$ cat src/caravel_host_pkg.sv
`default_nettype none

package caravel_host_pkg;

	typedef logic [31:0] wb_data_t;
	typedef logic [31:0] wb_addr_t;
	typedef logic [3:0]  wb_sel_t;
	typedef logic [27:0] user_addr_t;
	typedef logic [23:0] pbus_addr_t;
	typedef logic [7:0]  byte_t;
	typedef logic [15:0] baud_div_t;

	// Address map tags on wbs_adr_i[31:28] and [27:24]
	localparam logic [3:0] USER_SPACE_ID  = 4'h3;
	localparam logic [3:0] HOST_WINDOW_ID = 4'hF;

	// Peripheral ID sits on pbus address bits 23:20
	localparam logic [3:0] UART_PERIPH_ID = 4'h1;

	localparam logic [3:0] UART_TXDATA_OFS = 4'h0;
	localparam logic [3:0] UART_RXDATA_OFS = 4'h4;
	localparam logic [3:0] UART_STATUS_OFS = 4'h8;
	localparam logic [3:0] UART_BAUD_OFS   = 4'hC;

	// Clocks per bit
	localparam baud_div_t UART_BAUD_RESET = 16'd8;

	typedef enum logic [1:0] {BR_IDLE, BR_ACCESS, BR_WAIT_BUSY, BR_RESPOND} bridge_state_t;

	typedef enum logic [1:0] {TX_IDLE, TX_START, TX_DATA, TX_STOP} uart_tx_state_t;

	typedef enum logic [1:0] {RX_IDLE, RX_START, RX_DATA, RX_STOP} uart_rx_state_t;

endpackage

`default_nettype wire
$ cat src/caravel_host.sv
`timescale 1ns/1ns
`default_nettype none

module caravel_host
	import caravel_host_pkg::*;
(
	input  wire             wb_clk_i,
	input  wire             arst_n_i,
	input  wire             wbs_cyc_i,
	input  wire             wbs_stb_i,
	input  wire             wbs_we_i,
	input  wire wb_sel_t    wbs_sel_i,
	input  wire wb_addr_t   wbs_adr_i,
	input  wire wb_data_t   wbs_data_i,
	output logic            wbs_ack_o,
	output wb_data_t        wbs_data_o,
	output logic            caravel_wb_cyc_o,
	output logic            caravel_wb_stb_o,
	output logic            caravel_wb_we_o,
	output wb_sel_t         caravel_wb_sel_o,
	output user_addr_t      caravel_wb_adr_o,
	output wb_data_t        caravel_wb_data_o,
	input  wire             caravel_wb_ack_i,
	input  wire wb_data_t   caravel_wb_data_i,
	input  wire             uart_rx_i,
	output logic            uart_tx_o
);

	logic       user_space;
	logic       host_window;
	logic       pass_sel;
	logic       host_sel;
	logic       bridge_ack;
	wb_data_t   bridge_data;

	logic       pbus_we;
	logic       pbus_oe;
	logic       pbus_busy;
	pbus_addr_t pbus_addr;
	wb_sel_t    pbus_sel;
	wb_data_t   pbus_wdata;
	wb_data_t   pbus_rdata;

	logic       tx_load;
	byte_t      tx_data;
	logic       tx_busy;
	logic       tx_start;
	baud_div_t  baud_div;
	logic       bit_tick;
	logic       sample_tick;
	logic       rx_start;
	byte_t      rx_data;
	logic       rx_valid;
	logic       rx_clear;

	assign user_space  = wbs_adr_i[31:28] == USER_SPACE_ID;
	assign host_window = wbs_adr_i[27:24] == HOST_WINDOW_ID;
	assign pass_sel    = user_space && !host_window;

	// Straight pass-through to the user project master port
	assign caravel_wb_cyc_o  = wbs_cyc_i && pass_sel;
	assign caravel_wb_stb_o  = wbs_stb_i && pass_sel;
	assign caravel_wb_we_o   = wbs_we_i;
	assign caravel_wb_sel_o  = wbs_sel_i;
	assign caravel_wb_adr_o  = wbs_adr_i[27:0];
	assign caravel_wb_data_o = wbs_data_i;

	// Held for the whole host-window access, dropped on the bridge ack
	always_ff @(posedge wb_clk_i or negedge arst_n_i) begin
		if (!arst_n_i) begin
			host_sel <= 1'b0;
		end else if (bridge_ack) begin
			host_sel <= 1'b0;
		end else if (wbs_cyc_i && wbs_stb_i && user_space && host_window) begin
			host_sel <= 1'b1;
		end
	end

	assign wbs_ack_o  = host_sel ? bridge_ack  : caravel_wb_ack_i;
	assign wbs_data_o = host_sel ? bridge_data : caravel_wb_data_i;

	wb_periph_bridge u_bridge (
		.wb_clk_i     (wb_clk_i),
		.arst_n_i     (arst_n_i),
		.wb_cyc_i     (wbs_cyc_i && host_sel),
		.wb_stb_i     (wbs_stb_i && host_sel),
		.wb_we_i      (wbs_we_i),
		.wb_sel_i     (wbs_sel_i),
		.wb_adr_i     (wbs_adr_i[23:0]),
		.wb_data_i    (wbs_data_i),
		.wb_ack_o     (bridge_ack),
		.wb_data_o    (bridge_data),
		.pbus_we_o    (pbus_we),
		.pbus_oe_o    (pbus_oe),
		.pbus_addr_o  (pbus_addr),
		.pbus_sel_o   (pbus_sel),
		.pbus_wdata_o (pbus_wdata),
		.pbus_rdata_i (pbus_rdata),
		.pbus_busy_i  (pbus_busy)
	);

	uart_regs u_regs (
		.wb_clk_i     (wb_clk_i),
		.arst_n_i     (arst_n_i),
		.pbus_we_i    (pbus_we),
		.pbus_oe_i    (pbus_oe),
		.pbus_addr_i  (pbus_addr),
		.pbus_sel_i   (pbus_sel),
		.pbus_wdata_i (pbus_wdata),
		.pbus_rdata_o (pbus_rdata),
		.pbus_busy_o  (pbus_busy),
		.tx_busy_i    (tx_busy),
		.tx_load_o    (tx_load),
		.tx_data_o    (tx_data),
		.baud_div_o   (baud_div),
		.rx_data_i    (rx_data),
		.rx_valid_i   (rx_valid),
		.rx_clear_o   (rx_clear)
	);

	uart_baud_timer u_baud (
		.wb_clk_i      (wb_clk_i),
		.arst_n_i      (arst_n_i),
		.baud_div_i    (baud_div),
		.tx_start_i    (tx_start),
		.rx_start_i    (rx_start),
		.bit_tick_o    (bit_tick),
		.sample_tick_o (sample_tick)
	);

	uart_tx u_tx (
		.wb_clk_i   (wb_clk_i),
		.arst_n_i   (arst_n_i),
		.load_i     (tx_load),
		.data_i     (tx_data),
		.bit_tick_i (bit_tick),
		.tx_start_o (tx_start),
		.busy_o     (tx_busy),
		.tx_o       (uart_tx_o)
	);

	uart_rx u_rx (
		.wb_clk_i      (wb_clk_i),
		.arst_n_i      (arst_n_i),
		.rx_i          (uart_rx_i),
		.sample_tick_i (sample_tick),
		.clear_i       (rx_clear),
		.rx_start_o    (rx_start),
		.data_o        (rx_data),
		.valid_o       (rx_valid)
	);

endmodule

`default_nettype wire

$ cat src/uart_rx.sv
`timescale 1ns/1ns
`default_nettype none

module uart_rx
	import caravel_host_pkg::*;
(
	input  wire  wb_clk_i,
	input  wire  arst_n_i,
	input  wire  rx_i,
	input  wire  sample_tick_i,
	input  wire  clear_i,
	output logic rx_start_o,
	output byte_t data_o,
	output logic valid_o
);

	uart_rx_state_t state;
	logic [2:0]     rx_sync;
	logic           rx_bit;
	byte_t          shift_q;
	logic [2:0]     bit_cnt;

	// Two sync flops plus one more for edge detect
	always_ff @(posedge wb_clk_i or negedge arst_n_i) begin
		if (!arst_n_i) begin
			rx_sync <= 3'b111;
		end else begin
			rx_sync <= {rx_sync[1:0], rx_i};
		end
	end

	assign rx_bit     = rx_sync[1];
	assign rx_start_o = (state == RX_IDLE) && rx_sync[2] && !rx_bit;

	always_ff @(posedge wb_clk_i or negedge arst_n_i) begin
		if (!arst_n_i) begin
			state   <= RX_IDLE;
			bit_cnt <= '0;
			valid_o <= 1'b0;
		end else begin
			if (clear_i) begin
				valid_o <= 1'b0;
			end
			case (state)
				RX_IDLE:
					if (rx_start_o) begin
						state <= RX_START;
					end
				// Glitch on the line if start bit is gone by mid-bit
				RX_START:
					if (sample_tick_i) begin
						bit_cnt <= '0;
						state   <= rx_bit ? RX_IDLE : RX_DATA;
					end
				RX_DATA:
					if (sample_tick_i) begin
						bit_cnt <= bit_cnt + 3'd1;
						if (bit_cnt == 3'd7) begin
							state <= RX_STOP;
						end
					end
				RX_STOP:
					if (sample_tick_i) begin
						if (rx_bit) begin
							valid_o <= 1'b1;
						end
						state <= RX_IDLE;
					end
				default:
					state <= RX_IDLE;
			endcase
		end
	end

	always_ff @(posedge wb_clk_i) begin
		if (state == RX_DATA && sample_tick_i) begin
			shift_q <= {rx_bit, shift_q[7:1]};
		end
		if (state == RX_STOP && sample_tick_i && rx_bit) begin
			data_o <= shift_q;
		end
	end

endmodule

`default_nettype wire

$ cat src/uart_tx.sv
`timescale 1ns/1ns
`default_nettype none

module uart_tx
	import caravel_host_pkg::*;
(
	input  wire        wb_clk_i,
	input  wire        arst_n_i,
	input  wire        load_i,
	input  wire byte_t data_i,
	input  wire        bit_tick_i,
	output logic       tx_start_o,
	output logic       busy_o,
	output logic       tx_o
);

	uart_tx_state_t state;
	byte_t          shift_q;
	logic [2:0]     bit_cnt;

	assign tx_start_o = (state == TX_IDLE) && load_i;
	assign busy_o     = state != TX_IDLE;

	always_ff @(posedge wb_clk_i or negedge arst_n_i) begin
		if (!arst_n_i) begin
			state   <= TX_IDLE;
			tx_o    <= 1'b1;
			bit_cnt <= '0;
		end else begin
			case (state)
				TX_IDLE:
					if (load_i) begin
						tx_o  <= 1'b0;
						state <= TX_START;
					end
				TX_START:
					if (bit_tick_i) begin
						tx_o    <= shift_q[0];
						bit_cnt <= '0;
						state   <= TX_DATA;
					end
				// LSB first, shift register moves on each tick
				TX_DATA:
					if (bit_tick_i) begin
						bit_cnt <= bit_cnt + 3'd1;
						if (bit_cnt == 3'd7) begin
							tx_o  <= 1'b1;
							state <= TX_STOP;
						end else begin
							tx_o <= shift_q[1];
						end
					end
				TX_STOP:
					if (bit_tick_i) begin
						state <= TX_IDLE;
					end
				default:
					state <= TX_IDLE;
			endcase
		end
	end

	always_ff @(posedge wb_clk_i) begin
		if (tx_start_o) begin
			shift_q <= data_i;
		end else if (state == TX_DATA && bit_tick_i) begin
			shift_q <= {1'b0, shift_q[7:1]};
		end
	end

endmodule

`default_nettype wire

$ cat src/uart_regs.sv
`timescale 1ns/1ns
`default_nettype none

module uart_regs
	import caravel_host_pkg::*;
(
	input  wire             wb_clk_i,
	input  wire             arst_n_i,
	input  wire             pbus_we_i,
	input  wire             pbus_oe_i,
	input  wire pbus_addr_t pbus_addr_i,
	input  wire wb_sel_t    pbus_sel_i,
	input  wire wb_data_t   pbus_wdata_i,
	output wb_data_t        pbus_rdata_o,
	output logic            pbus_busy_o,
	input  wire             tx_busy_i,
	output logic            tx_load_o,
	output byte_t           tx_data_o,
	output baud_div_t       baud_div_o,
	input  wire byte_t      rx_data_i,
	input  wire             rx_valid_i,
	output logic            rx_clear_o
);

	logic     id_match;
	logic     wr_txdata;
	logic     wr_baud;
	logic     tx_pend;
	wb_data_t rdata_next;

	assign id_match  = pbus_addr_i[23:20] == UART_PERIPH_ID;
	assign wr_txdata = pbus_we_i && id_match && pbus_addr_i[3:0] == UART_TXDATA_OFS &&
		pbus_sel_i[0];
	assign wr_baud   = pbus_we_i && id_match && pbus_addr_i[3:0] == UART_BAUD_OFS &&
		pbus_sel_i[1:0] == 2'b11;

	// Reading the RX data register consumes the byte
	assign rx_clear_o = pbus_oe_i && id_match && pbus_addr_i[3:0] == UART_RXDATA_OFS;

	always_ff @(posedge wb_clk_i or negedge arst_n_i) begin
		if (!arst_n_i) begin
			tx_pend    <= 1'b0;
			tx_load_o  <= 1'b0;
			baud_div_o <= UART_BAUD_RESET;
		end else begin
			tx_load_o <= 1'b0;
			if (wr_baud) begin
				baud_div_o <= pbus_wdata_i[15:0];
			end
			// Transmitter busy: hold the bus until the frame ends
			if ((wr_txdata || tx_pend) && !tx_busy_i) begin
				tx_load_o <= 1'b1;
				tx_pend   <= 1'b0;
			end else if (wr_txdata) begin
				tx_pend <= 1'b1;
			end
		end
	end

	assign pbus_busy_o = tx_pend;

	always_ff @(posedge wb_clk_i) begin
		if (wr_txdata) begin
			tx_data_o <= pbus_wdata_i[7:0];
		end
	end

	always_comb begin
		rdata_next = '0;
		if (id_match) begin
			case (pbus_addr_i[3:0])
				UART_RXDATA_OFS: rdata_next = {23'd0, rx_valid_i, rx_data_i};
				UART_STATUS_OFS: rdata_next = {30'd0, rx_valid_i, tx_busy_i};
				UART_BAUD_OFS:   rdata_next = {16'd0, baud_div_o};
				default:         rdata_next = '0;
			endcase
		end
	end

	always_ff @(posedge wb_clk_i) begin
		if (pbus_oe_i) begin
			pbus_rdata_o <= rdata_next;
		end
	end

endmodule

`default_nettype wire

$ cat src/uart_baud_timer.sv
`timescale 1ns/1ns
`default_nettype none

module uart_baud_timer
	import caravel_host_pkg::*;
(
	input  wire            wb_clk_i,
	input  wire            arst_n_i,
	input  wire baud_div_t baud_div_i,
	input  wire            tx_start_i,
	input  wire            rx_start_i,
	output logic           bit_tick_o,
	output logic           sample_tick_o
);

	baud_div_t tx_cnt;
	baud_div_t rx_cnt;
	baud_div_t period;
	baud_div_t half_period;

	assign period      = baud_div_i - 16'd1;
	assign half_period = {1'b0, baud_div_i[15:1]} - 16'd1;

	always_ff @(posedge wb_clk_i or negedge arst_n_i) begin
		if (!arst_n_i) begin
			tx_cnt <= '0;
			rx_cnt <= '0;
		end else begin
			if (tx_start_i || tx_cnt == '0) begin
				tx_cnt <= period;
			end else begin
				tx_cnt <= tx_cnt - 16'd1;
			end
			// First receive period is half a bit to land mid-bit
			if (rx_start_i) begin
				rx_cnt <= half_period;
			end else if (rx_cnt == '0) begin
				rx_cnt <= period;
			end else begin
				rx_cnt <= rx_cnt - 16'd1;
			end
		end
	end

	assign bit_tick_o    = (tx_cnt == '0) && !tx_start_i;
	assign sample_tick_o = (rx_cnt == '0) && !rx_start_i;

endmodule

`default_nettype wire

$ cat src/wb_periph_bridge.sv
`timescale 1ns/1ns
`default_nettype none

module wb_periph_bridge
	import caravel_host_pkg::*;
(
	input  wire             wb_clk_i,
	input  wire             arst_n_i,
	input  wire             wb_cyc_i,
	input  wire             wb_stb_i,
	input  wire             wb_we_i,
	input  wire wb_sel_t    wb_sel_i,
	input  wire pbus_addr_t wb_adr_i,
	input  wire wb_data_t   wb_data_i,
	output logic            wb_ack_o,
	output wb_data_t        wb_data_o,
	output logic            pbus_we_o,
	output logic            pbus_oe_o,
	output pbus_addr_t      pbus_addr_o,
	output wb_sel_t         pbus_sel_o,
	output wb_data_t        pbus_wdata_o,
	input  wire wb_data_t   pbus_rdata_i,
	input  wire             pbus_busy_i
);

	bridge_state_t state;
	logic          we_q;

	always_ff @(posedge wb_clk_i or negedge arst_n_i) begin
		if (!arst_n_i) begin
			state <= BR_IDLE;
		end else begin
			case (state)
				BR_IDLE:
					if (wb_cyc_i && wb_stb_i) begin
						state <= BR_ACCESS;
					end
				BR_ACCESS:
					state <= BR_RESPOND;
				// Peripheral asked for more time, wait for it
				BR_WAIT_BUSY:
					if (!pbus_busy_i) begin
						state <= BR_RESPOND;
					end
				BR_RESPOND:
					if (pbus_busy_i) begin
						state <= BR_WAIT_BUSY;
					end else begin
						state <= BR_IDLE;
					end
				default:
					state <= BR_IDLE;
			endcase
		end
	end

	// Request captured once, held stable until the ack
	always_ff @(posedge wb_clk_i) begin
		if (state == BR_IDLE && wb_cyc_i && wb_stb_i) begin
			we_q         <= wb_we_i;
			pbus_addr_o  <= wb_adr_i;
			pbus_sel_o   <= wb_sel_i;
			pbus_wdata_o <= wb_data_i;
		end
	end

	assign pbus_we_o = (state == BR_ACCESS) && we_q;
	assign pbus_oe_o = (state == BR_ACCESS) && !we_q;

	// Read data from the peripheral is registered, so it is valid here
	assign wb_ack_o  = (state == BR_RESPOND) && !pbus_busy_i;
	assign wb_data_o = wb_ack_o ? pbus_rdata_i : '0;

endmodule

`default_nettype wire

$ cat config.mk
export PLATFORM = sky130hd
export DESIGN_NAME = caravel_host
export DESIGN_NICKNAME = d
export VERILOG_FILES = /design/src/caravel_host_pkg.sv /design/src/caravel_host.sv /design/src/uart_rx.sv /design/src/uart_tx.sv /design/src/uart_regs.sv /design/src/uart_baud_timer.sv /design/src/wb_periph_bridge.sv
export SDC_FILE = /design/constraint.sdc
export NUM_CORES = 1
export LEC_CHECK = 0
export ABC_CLOCK_PERIOD_IN_PS = 3300
export BUFFER_PORTS_ARGS = -buffer_cell sky130_fd_sc_hd__buf_4
export CORE_ASPECT_RATIO = 0.5
export CORE_MARGIN = 5
export CORE_UTILIZATION = 30
export DETAILED_ROUTE_END_ITERATION = 8
export GPL_ROUTABILITY_DRIVEN = 0
export GPL_TIMING_DRIVEN = 0
export PLACE_DENSITY_LB_ADDON = 0.15
export SLEW_MARGIN = 25
export SYNTH_ARGS = -nofsm -noshare
export SYNTH_HDL_FRONTEND = slang
export SYNTH_HIERARCHICAL = 1
export SYNTH_SLANG_ARGS = --single-unit
$ cat constraint.sdc
create_clock -name wb_clk_i -period 3.3 [get_ports wb_clk_i]
set_clock_uncertainty 0.2 [all_clocks]
set_input_delay 0.495 -clock wb_clk_i [delete_from_list [all_inputs] [get_ports wb_clk_i]]
set_output_delay 0.495 -clock wb_clk_i [all_outputs]
set_load 0.03 [all_outputs]
## After elaboration in Yosys (flattened, before gate mapping)

Index checks and enable logic that the tools add are counted.

- $lt $le $gt $ge: 0
- Reductions and logical operators: 59
- $add $sub $neg: 6
- Shift-type cells: 0
- Multiplexer cells: 46
- Multipliers: 0
- Equal/unequal tests: 30
- Bitwise gates (word level): 0
- Divide/modulo/power cells: 0

Operators with widths:

| cell | number |
|---|---|
| $mux 32 | 2 |
| $mux 16 | 3 |
| $pmux 16 s3 | 1 |
| $sub 16x1->16 const B | 3 |
| $logic_not 16->1 | 2 |
| $logic_and 1x1->1 | 31 |
| $mux 2 | 14 |
| $pmux 2 s4 | 3 |
| $ne 2x1->1 const B | 9 |
| $mux 8 | 2 |
| $sub 15x1->16 const B | 1 |
| $eq 2x2->1 const B | 7 |
| $mux 1 | 14 |
| $eq 4x4->1 const B | 3 |
| $mux 3 | 4 |
| $pmux 3 s2 | 2 |
| $reduce_bool 2->1 | 6 |
| $reduce_and 5->1 | 2 |
| $logic_not 1->1 | 7 |
| $add 3x1->3 const B | 2 |
| $eq 2x1->1 const B | 3 |
| $eq 3x3->1 const B | 2 |
| $logic_not 2->1 | 3 |
| $ne 2x2->1 const B | 3 |
| other kinds (10) | 12 |

- Latch bits: 0
- RAM bits: 0
- Memories: 0
- Input port bits: 107
- Logic and storage cells: 164
- Bits in read-only memories: 0
- Flip-flop bits (word level): 175
- Output and inout bits: 101

## Depth between registers and ports, before layout

Gate-level depths: netlist of run 1.

- Depth in word-level cells: 8
- Mapped depth: 8
- Gate-level depth less buffers: 8

## Modules after synthesis

Netlist of run 1, hierarchy kept.

Modules (own cells, without submodules):

| module | seq. area each (µm²) | area an instance (µm²) | times used | cells each |
|---|---|---|---|---|
| uart_baud_timer | 800.8 | 2493.6 | 1 | 280 |
| wb_periph_bridge | 1881.8 | 2247.2 | 1 | 115 |
| uart_regs | 1172.4 | 1848.0 | 1 | 119 |
| caravel_host | 25.0 | 1121.1 | 1 | 113 |
| uart_rx | 709.4 | 910.9 | 1 | 53 |
| uart_tx | 391.6 | 754.5 | 1 | 61 |

## Least setup slack after synthesis of run 1

OpenSTA, ideal clock, no wires.

- Path kind: flip-flop to flip-flop
- Start: register u_baud.rx_cnt[10]
- End: register u_rx.data_o[0], enable pin
- Arrival: 2744 ps
- Period minus slack after synthesis: 3280 ps
- Cell stages (with the launch flop): 6
- Setup time: 336 ps
- Data required time: 2764 ps
- Setup slack: 20 ps
- Buffers on the path: 1
- Cells stage by stage: dfrtp_1 or4_4 or4_4 buf_6 nor4_1 and4_1

- Cells in the longest elaborated chain, start to end: 4

RTL lines:

| item | line | RTL |
|---|---|---|
| start: declaration | uart_baud_timer.sv:17 | `baud_div_t rx_cnt;` |
| start signal: assignment | uart_baud_timer.sv:36 | `rx_cnt <= half_period;` |
| start signal: assignment | uart_baud_timer.sv:38 | `rx_cnt <= period;` |
| start signal: assignment | uart_baud_timer.sv:40 | `rx_cnt <= rx_cnt - 16'd1;` |
| $logic_not 16->1 | uart_baud_timer.sv:46 | `assign sample_tick_o = (rx_cnt == '0) && !rx_start_i;` |
| $logic_and 1x1->1 | uart_baud_timer.sv:46 |  |
| named net sample_tick | caravel_host.sv:50 | `logic sample_tick;` |
| $logic_and 1x1->1 (2 in a row) | uart_rx.sv:79 | `if (state == RX_STOP && sample_tick_i && rx_bit) begin` |
| end signal: assignment | uart_rx.sv:80 | `data_o <= shift_q;` |
| end: declaration | uart_rx.sv:13 | `output byte_t data_o,` |

The timed path passes the listed nets, and every way through them passes these cells.
A chain may end at the register's enable or synchronous reset.

## Worst setup path after layout of run 1

- Start: register u_baud.rx_cnt[7]
- End: register u_rx.data_o[0], enable pin

The elaborated chain is that of the path after synthesis.

==> key figures, run 1 <==
Timing
  • Setup-failing EPs final: 0
  • RSZ-0062 raised after global routing: false
  • Final hold slack: 0.0595 ns
  • Final Hold Vio Count: 0
  • Rel. slew slack: a little over a third
  • Max-slew violations: 0
  • Tcrit/Tclk final: between 90% and 100%
  • Fmax: roughly 320 MHz
  • Final worst slack: ~0.19 ns
  • Setup TNS: 0 ns
  • Tightest Pin Transition: ~0.95 ns
  • Tmin final: 3.11 ns

Route
  • Avg WL per Cell: 16.6 µm
  • Drt first pass iters: 4
  • DRC viols: 0
  • Metal1 wirelength: 10.2 mm
  • Vias per cell: around 4.4
  • Remaining antenna violation count after routing: 0
  • Top Layer Used: met4
  • Met3 WL post-DR: around 1.3 mm
  • Initial drt markers: just over 300
  • Drt total wl: ~22 mm
  • WL met2: between 9 and 10 mm
  • Detailed-route via count: approximately 5800

Floorplanning
  • Die area: roughly 0.031 mm²
  • Core Area: between 0.02 and 0.03 mm²
  • Cell row count: 43
  • Die Width: 246 µm
  • Initial Util: between 30% and 40%
  • Top-Level Pins: 208
  • Chip height: 128 µm

Finish
  • Layout area overhead: 30.3%
  • Ratio of cells with drive above 1 in the final layout: a little over two fifths
  • Post-route cell area: 0.0109 mm²
  • Net count, final: about 1000
  • Layout fillers: ~2700

CTS
  • Clock Tree Root: clkbuf_16
  • CTS clk-pin slew, worst paths: roughly 0.06 ns
  • CTS tree: yes
  • H-tree depth: 4
  • CTS sink count: approximately 140
  • Num CTS Buffers: 17
  • CTS max path bufs: 2
  • Clock Latency Late Sink: 0.42 ns

Worst hold path
  • Min-delay src: wbs_data_i[8]
  • Hold Crit Depth: 1
  • Min-Delay Endpoint: u_bridge/pbus_wdata_o[8]$_DFFE_PP_
  • Hold Crit Class: in -> reg

Worst setup path
  • Setup CP Type: reg -> reg
  • Worst Path Required: ~3.2 ns
  • R2r endpoint: u_rx/data_o[0]$_DFFE_PP_
  • CP Launch Type: flop
  • Slowest CP cell: or4_1
  • Reg2Reg Depth: 5
  • Crit path capture type: flop
  • CP peak stage delay: approximately 0.63 ns
  • Reg-to-Reg Start: u_baud/rx_cnt[7]$_DFF_PN0_
  • Critical path cell sequence: or4_1, or4_4, buf_6, nor4_4, and4_2
  • WP data arrival: roughly 3.0 ns
  • Crit path max fanout: 9
  • Reg-to-reg slack, setup: approximately 0.19 ns

Global route
  • First-pass GRT wire length: between 30 and 40 mm
  • GR Overflow Total: 0
  • Initial antenna violation count: 0
  • Global Route Usage Sum: roughly 14%
  • Pin count of the biggest net entering global routing: approximately 70
  • Vias in the first global route: roughly 5800

Synth
  • Cell area after synthesis: around 0.0084 mm²
  • Synthesized instance count: 707
  • Yosys warns: 6
  • Syn_area_per_cell: between 10 and 15 µm²

Placed design
  • PortBufs: 173
  • Post-DP HPWL: between 15 and 20 mm
  • Pre-CTS setup slack: -0.169 ns
  • Cell area after placement: 0.0102 mm²

Status
  • Outcome: complete, no violations

Power
  • Pwr per Cell Area: just over 500 mW/mm²
  • P_leak: 0.00491 µW
  • Worst vdd ir: 0.241 mV

Flow run
  • Max-cap violations: 0
-- area by class of cell --
cell class | instances | area (µm²) | share of cell area [%]
inverters | 23 | 86.3 | 0.793
repair buffers | 177 | 1350 | 12.4
flip-flops and latches | 143 | 3960 | 36.4
clock inverters | 14 | 178 | 1.63
plain buffers | 105 | 788 | 7.24
well taps | 382 | 478 | 4.39
clock buffers | 18 | 429 | 3.94
diodes | 1 | 2.50 | 0.0230
multi-input cells | 451 | 3610 | 33.1
-- power by group --
group          total, µW  internal (µW)  switching [µW]
clock network       1990           1210             788
logic               1370            672             698
registers           2230           2060             166
-- flip-flops by register name, indices dropped and copies added (netlist names), 3 cells and up, named ones only --
register	cells
u_regs/pbus_rdata_o	16
u_baud/rx_cnt	16
u_tx/bit_cnt	3
u_regs/tx_data_o	8
u_rx/bit_cnt	3
u_tx/shift_q	8
u_rx/shift_q	8
u_bridge/pbus_addr_o	8
u_regs/baud_div_o	16
u_rx/data_o	8
u_rx/rx_sync	3
u_baud/tx_cnt	16
u_bridge/pbus_wdata_o	16
-- layout by cell type, fill, tap and decap left out, types with 17 or more instances in the layout --
master,instances
clkbuf_16,17
inv_1,23
xor2_1,19
nor2_1,46
xnor2_1,31
and2_1,35
mux2i_1,27
buf_4,253
mux2_2,29
nand2_1,40
dfrtp_1,63
ha_1,22
edfxtp_1,75
mux2_4,40
-- repair_timing --
item	CTS	global route
resized for setup	1	1
setup endpoints to repair	17	8
hold buffers	1	1
hold endpoints to repair	1	63
pin swaps	0	0
setup buffers	0	0
cloned	0	0
-- worst max path at each step --
stage                                     start                        end  cells after the start
floorplan           u_baud/rx_cnt[10]$_DFF_PN0_   u_rx/data_o[0]$_DFFE_PP_                      5
global placement     u_baud/rx_cnt[4]$_DFF_PN0_   u_rx/data_o[0]$_DFFE_PP_                      5
detailed placement   u_baud/rx_cnt[6]$_DFF_PN0_   u_rx/data_o[0]$_DFFE_PP_                      5
CTS                  u_baud/rx_cnt[7]$_DFF_PN0_   u_rx/data_o[0]$_DFFE_PP_                      5
global route         u_baud/rx_cnt[4]$_DFF_PN0_  u_rx/shift_q[0]$_DFFE_PP_                      5
finish               u_baud/rx_cnt[7]$_DFF_PN0_   u_rx/data_o[0]$_DFFE_PP_                      5
-- per-layer routing --
layer  vias up  track usage (%)
li1       2819                -
met1      2780             18.8
met2       152             21.4
met3        14             3.50
met4         0             3.47
met5         -                0
-- through the flow --
step                      utilization, %  total power, µW  instances
after floorplan                        -             3180        722
after global placement              37.0             3590       1277
after detailed placement            37.2             3630       1279
after CTS                           39.4             5660       1312
after global routing                39.5             5900       1313
final                               39.5             5590       1314
-- critical path: cells and delay by family (launching register included) --
| family | cells | cell delay (ns) |
|---|---|---|
| buffers and inverters | 1 | 0.15 |
| flip-flops | 1 | 0.40 |
| AND/OR/NAND/NOR | 4 | 2.03 |
Power figures use the tool's default switching activity.
==> inputs of run 2 (changes only) <==
CTS_BUF_LIST = sky130_fd_sc_hd__clkbuf_4 sky130_fd_sc_hd__clkbuf_8 sky130_fd_sc_hd__clkbuf_16   (was default)
==> run 2 against run 1 <==
Against the previous run:
- critical path type unchanged
- power rose by 0.23%
- largest cell class unchanged
- first-iteration DRC count rose by 11%
- setup slack improved by 0.0031 ns
- die area did not move
- global-route usage barely moved
- final area barely moved
- non-clock buffer count did not move
- sequential power barely moved
- register-to-register slack barely moved
==> key figures, run 2 (same netlist as run 1, synthesis figures left out) <==
Global route
  • GR Overflow Total: 0 (unchanged)
  • Vias in the first global route: 5757 (+0.052%)
  • First-pass GRT wire length: 33.0 mm (about the same)
  • Initial antenna violation count: 0 (unchanged)
  • Pin count of the biggest net entering global routing: 69 (unchanged)
  • Global Route Usage Sum: 13.6% (about the same)

Placed design
  • Cell area after placement: 0.0102 mm² (unchanged)
  • Post-DP HPWL: 16.8 mm (unchanged)
  • PortBufs: 173 (unchanged)

Route
  • Remaining antenna violation count after routing: 0 (unchanged)
  • Vias per cell: 4.40 (+0.20%)
  • Drt first pass iters: 4 (unchanged)
  • DRC viols: 0 (unchanged)
  • Detailed-route via count: 5772 (+0.12%)
  • Drt total wl: 21.8 mm (+0.27%)
  • Initial drt markers: 342 (+11%)
  • Avg WL per Cell: 16.6 µm (+0.35%)

Timing
  • Tcrit/Tclk final: 94.2% (-0.095 points)
  • Rel. slew slack: 34.0% (-2.2 points)
  • Setup-failing EPs final: 0 (unchanged)
  • Setup TNS: 0 ns (unchanged)
  • Max-slew violations: 0 (unchanged)
  • Final Hold Vio Count: 0 (unchanged)
  • Tightest Pin Transition: 0.981 ns (+0.0323 ns)
  • RSZ-0062 raised after global routing: false
  • Tmin final: 3.11 ns (-0.00314 ns)
  • Fmax: 322 MHz (+0.10%)

Worst setup path
  • CP peak stage delay: 0.63 ns (about the same)
  • Slowest CP cell: or4_1
  • Worst Path Required: 3.20 ns (about the same)
  • Worst Setup SP: u_baud/rx_cnt[7]$_DFF_PN0_
  • Crit path capture type: flop
  • CP Launch Type: flop
  • Crit path max fanout: 9 (unchanged)
  • WP data arrival: 3.01 ns (about the same)
  • Critical path cell sequence: or4_1, or4_4, buf_6, nor4_4, and4_2
  • Setup CP Type: reg -> reg
  • Reg-to-Reg Start: u_baud/rx_cnt[7]$_DFF_PN0_

CTS
  • Num CTS Buffers: 17 (unchanged)
  • Clock Tree Root: clkbuf_16
  • CTS sink count: 143 (unchanged)
  • H-tree depth: 4 (unchanged)
  • Clock Latency Late Sink: 0.42 ns (about the same)
  • CTS tree: yes
  • CTS max path bufs: 2 (unchanged)
  • CTS clk-pin slew, worst paths: 0.06 ns (about the same)

Status
  • Outcome: complete, no violations

Power
  • Worst vdd ir: 0.240 mV (-0.40%)
  • Final Power: 5610 µW (+0.23%)
  • Pwr per Cell Area: 515 mW/mm² (+0.21%)
  • P_leak: 0.00491 µW (about the same)

Floorplanning
  • Die Width: 246 µm (unchanged)
  • Initial Util: 30.3% (unchanged)
  • Top-Level Pins: 208 (unchanged)
  • Core Area: 0.0275 mm² (unchanged)
  • Die area: 0.0315 mm² (unchanged)
  • Cell row count: 43 (unchanged)
  • Chip height: 128 µm (unchanged)

Finish
  • Most frequent cells in the layout: buf_4 (253), edfxtp_1 (75), dfrtp_1 (63)
  • Commonest non-fill, non-tap cell in the layout: buf_4
  • Storage cell area: 0.00396 mm² (unchanged)
  • Multi-input gate area in the final layout: 0.00361 mm² (unchanged)
  • Layout area overhead: 30.3% (about the same)
  • Ratio of cells with drive above 1 in the final layout: 42.6% (+0.11 points)
  • Post-route cell area: 0.0109 mm² (about the same)
  • Net count, final: 1047 (unchanged)
  • Layout fillers: 2666 (+0.075%)
  • Antenna Cells: 0 (-1)

Worst hold path
  • Min-delay src: wbs_data_i[8]
  • Hold Crit Class: in -> reg

Flow run
  • Max-cap violations: 0 (unchanged)
## run 2: cell types whose count changed in the layout (fill, tap and decap cells not counted), sizes merged
| cell | delta |
|---|---|
| diode | -1 |
## run 2: repair_timing
item	4_1_cts	5_1_grt
gates resized for setup	1	1
hold endpoints to repair	1	63
buffers inserted	0	0
hold buffers	1	1
endpoints found under the setup margin	17	8
## run 2: layer usage
metal / GRT usage, % / vias to the layer above / routed length [µm]
li1: - / 2816 / -
met1: 18.8 / 2788 / 10400
met2: 21.4 / 152 / 9970
met3: 3.50 / 16 / 1270
met4: 3.47 / 0 / 229
met5: 0 / - / 0
## run 2: cell type report
cell class | instances | share of cell area, %
Buffer | 105 | 7.24
Clock buffer | 18 | 3.98
Clock inverter | 14 | 1.63
Inverter | 23 | 0.793
Multi-Input combinational cell | 451 | 33.1
Sequential cell | 143 | 36.4
Tap cell | 382 | 4.39
Timing Repair Buffer | 177 | 12.4
## run 2: worst max-delay path: cells and delay by family (launching register included)
kind / cells / cell delay (ns)
buf+inv: 1 / 0.15
simple gates: 4 / 2.03
flops: 1 / 0.40
## run 2: metrics by stage
step,utilization [%],hold slack [ns],cells,setup WS (ns)
final,39.5,0.0567,1313,0.190
after global routing,39.5,0.0280,1313,0.0673
after CTS,39.4,0.0310,1312,0.0409
after detailed placement,37.2,0.147,1279,-0.169
after global placement,37.0,0.146,1277,-0.547
after floorplan,-,-0.000591,722,0.0203
## run 2: where the power goes
part | switching, µW | internal, µW | total, µW
registers | 167 | 2060 | 2230
logic | 698 | 672 | 1370
clock network | 791 | 1210 | 2000
## run 2: worst paths after layout
| check | endpoint | slack (ns) | cells past startpoint |
|---|---|---|---|
| max | u_rx/data_o[0]$_DFFE_PP_ | 0.19 | 5 |
| min | u_bridge/pbus_wdata_o[8]$_DFFE_PP_ | 0.06 | 1 |
| max reg2reg | u_rx/data_o[0]$_DFFE_PP_ | 0.19 | 5 |
| min reg2reg | u_rx/rx_sync[1]$_DFF_PN1_ | 0.16 | 0 |
| max in group asynchronous | u_tx/bit_cnt[0]$_DFFE_PN0P_ | 1.94 | 2 |
| min in group asynchronous | u_rx/bit_cnt[0]$_DFFE_PN0P_ | 0.44 | 2 |
==> inputs of run 3 (changes only) <==
CORE_ASPECT_RATIO = 2   (was 0.5)
CORE_UTILIZATION = 25   (was 30)
==> run 3 against run 2 <==
Against the previous run:
- wire length rose by 2.6%
- register-to-register slack better by 0.05 ns
- setup slack improved by 0.048 ns
- core utilization decreased by 6.4 points
- cell count is 3.9% higher
- via count fell by 1.1%
- non-clock buffer count up 1
- die area grew 19%
- clock power is 5% lower
- combinational power about the same
- critical path depth rose by 3
- critical path type unchanged
- largest cell class unchanged
- largest power group unchanged
==> key figures, run 3 (same netlist as run 1, synthesis figures left out) <==
Worst setup path
  • Critical path cell sequence: or4_1, or4_4, buf_6, or3_4, buf_6, buf_12, and3_1, o31ai_1
  • Setup CP Type: reg -> reg
  • Crit path capture type: flop
  • Slowest CP cell: or4_1
  • CP Launch Type: flop
  • Most used cell, CP: buf_6
  • WP data arrival: 3.19 ns (+0.18 ns)
  • CP peak stage delay: 0.63 ns (about the same)
  • Worst Path Required: 3.42 ns (+0.22 ns)
  • Crit path max fanout: 10 (+1)

Floorplanning
  • Die area: 0.0374 mm² (+19%)
  • Core Area: 0.0329 mm² (+20%)
  • Initial Util: 25.4% (-5.0 points)
  • Cell row count: 94 (+120%)
  • Chip height: 269 µm (+110%)
  • Die Width: 139 µm (-43%)
  • Top-Level Pins: 208 (unchanged)

Finish
  • Layout fillers: 3413 (+28%)
  • Post-route cell area: 0.0109 mm² (+0.29%)
  • Layout area overhead: 30.7%
  • Antenna Cells: 0 (unchanged)
  • Commonest non-fill, non-tap cell in the layout: buf_4
  • Ratio of cells with drive above 1 in the final layout: 42.9% (+0.28 points)
  • Net count, final: 1048 (+0.096%)
  • Most frequent cells in the layout: buf_4 (253), edfxtp_1 (75), dfrtp_1 (63)

Power
  • Power share of the clock group: 34.5% (-1.3 points)
  • Reg power frac: 40.8% (+1.0 points)
  • Part of the power in combinational logic: 24.7% (+0.3 points)
  • P_int: 3800 µW (-3.8%)
  • Switching share of total power: 30.8% (+1.3 points)
  • NetSw: 1690 µW (+2.2%)
  • Pwr per Cell Area: 503 mW/mm² (-2.3%)
  • P_leak: 0.00489 µW (-0.51%)
  • Worst vdd ir: 0.356 mV (+48%)

Placed design
  • PortBufs: 173 (unchanged)
  • Post-DP HPWL: 18.2 mm (+8.1%)
  • Cell area after placement: 0.0103 mm² (+0.62%)

CTS
  • H-tree depth: 4 (unchanged)
  • Num CTS Buffers: 17 (unchanged)
  • CTS sink count: 143 (unchanged)
  • CTS clk-pin slew, worst paths: 0.07 ns (about the same)
  • CTS tree: yes
  • Clock Latency Late Sink: 0.43 ns (about the same)
  • Clock Tree Root: clkbuf_16
  • CTS max path bufs: 2 (unchanged)
  • Post-CTS Setup Inserts: 0 (unchanged)

Worst hold path
  • Hold Crit Class: in -> reg

Timing
  • Final Hold Vio Count: 0 (unchanged)
  • Setup-failing EPs final: 0 (unchanged)
  • Setup TNS: 0 ns (unchanged)
  • RSZ-0062 raised after global routing: false
  • Tightest Pin Transition: 1.00 ns (+0.0197 ns)
  • Tcrit/Tclk final: 92.8% (-1.5 points)
  • Fmax: 327 MHz (+1.6%)
  • Max-slew violations: 0 (unchanged)
  • Tmin final: 3.06 ns (-0.0481 ns)
  • Rel. slew slack: 32.7% (-1.3 points)

Route
  • Drt first pass iters: 4 (unchanged)
  • DRC viols: 0 (unchanged)
  • Detailed-route via count: 5711 (-1.1%)
  • Drt total wl: 22.4 mm (+2.6%)
  • Avg WL per Cell: 16.4 µm (-1.2%)
  • Initial drt markers: 141 (-59%)
  • Remaining antenna violation count after routing: 0 (unchanged)
  • Vias per cell: 4.19 (-4.8%)

Global route
  • Pin count of the biggest net entering global routing: 69 (unchanged)
  • GR Overflow Total: 0 (unchanged)
  • Vias in the first global route: 6092 (+5.8%)
  • First-pass GRT wire length: 34.5 mm (+4.4%)
  • Initial antenna violation count: 0 (unchanged)
  • Global Route Usage Sum: 12.0% (-1.6 points)

Status
  • Outcome: complete, no violations

Flow run
  • Max-cap violations: 0 (unchanged)
-- run 3: cell types whose count changed in the layout (fill, tap and decap cells not counted), moves of 2 or more --
cell / before / now
clkinv_2: 2 / 0
nor4_2: 1 / 3
bufinv_16: 3 / 1
buf_2: 1 / 3
clkinvlp_4: 1 / 3
nor4_1: 10 / 8
-- run 3: worst max-delay path, delay by kind of cell (launching register included) --
kind                   cells  cell delay [ns]
and+or+nand+nor            4             1.60
DFF                        1             0.43
AOI/OAI and AO/OA          1             0.26
buffers and inverters      3             0.46
-- run 3: power by group through the flow --
stage	combinational [µW]	sequential (µW)	clock [µW]
final	1360	2240	1900
after global routing	1520	2260	2040
after CTS	1390	2240	1970
after detailed placement	1380	2270	0
after global placement	1360	2270	0
after floorplan	955	2220	0
-- run 3: area by class of cell --
| class | instances | area, µm² | share of cell area, % |
|---|---|---|---|
| multi-input cells | 451 | 3620 | 33.2 |
| plain buffers | 105 | 788 | 7.22 |
| inverters | 23 | 86.3 | 0.791 |
| clock inverters | 15 | 151 | 1.39 |
| well taps | 432 | 541 | 4.95 |
| clock buffers | 17 | 425 | 3.90 |
| flip-flops and latches | 143 | 3960 | 36.3 |
| repair buffers | 178 | 1340 | 12.3 |
-- run 3: worst paths after layout --
kind / endpoint / slack [ns] / startpoint / cells past startpoint
worst max-delay path: u_baud/rx_cnt[3]$_DFF_PN0_ / 0.24 / u_baud/rx_cnt[6]$_DFF_PN0_ / 8
worst min-delay path: u_bridge/pbus_sel_o[1]$_DFFE_PP_ / 0.04 / wbs_sel_i[1] / 1
worst max register to register: u_baud/rx_cnt[3]$_DFF_PN0_ / 0.24 / u_baud/rx_cnt[6]$_DFF_PN0_ / 8
worst min register to register: u_rx/rx_sync[1]$_DFF_PN1_ / 0.16 / u_rx/rx_sync[0]$_DFF_PN1_ / 0
max in group asynchronous: u_tx/state[1]$_DFFE_PN0P_ / 1.96 / arst_n_i / 2
min in group asynchronous: u_baud/rx_cnt[10]$_DFF_PN0_ / 0.42 / arst_n_i / 2
-- run 3: repair_timing --
| action | in CTS | in global routing |
|---|---|---|
| resized for setup | 1 | 3 |
| gates cloned | 0 | 0 |
| hold buffers | 1 | 1 |
| hold endpoints to repair | 1 | 63 |
| endpoints found under the setup margin | 8 | 23 |
-- run 3: through the flow --
stage,cells,worst slack [ns],hold WS (ns),power (µW),utilization [%]
after global placement,1327,-0.979,0.145,3630,31.1
final,1364,0.238,0.0422,5490,33.1
after CTS,1363,0.00164,0.0136,5590,33.1
after floorplan,722,0.0203,-0.000591,3180,-
after detailed placement,1330,-0.0777,0.148,3660,31.3
after global routing,1364,0.117,0.0200,5810,33.1
-- run 3: layer usage --
layer	share of wire, %	up-vias	track usage, %	wire (µm)
met2	57	186	23.4	12800
li1	-	2815	-	-
met1	35	2677	11.7	7930
met3	4.5	33	2.61	1010
met4	3.0	0	5.82	681
met5	0	-	0	0
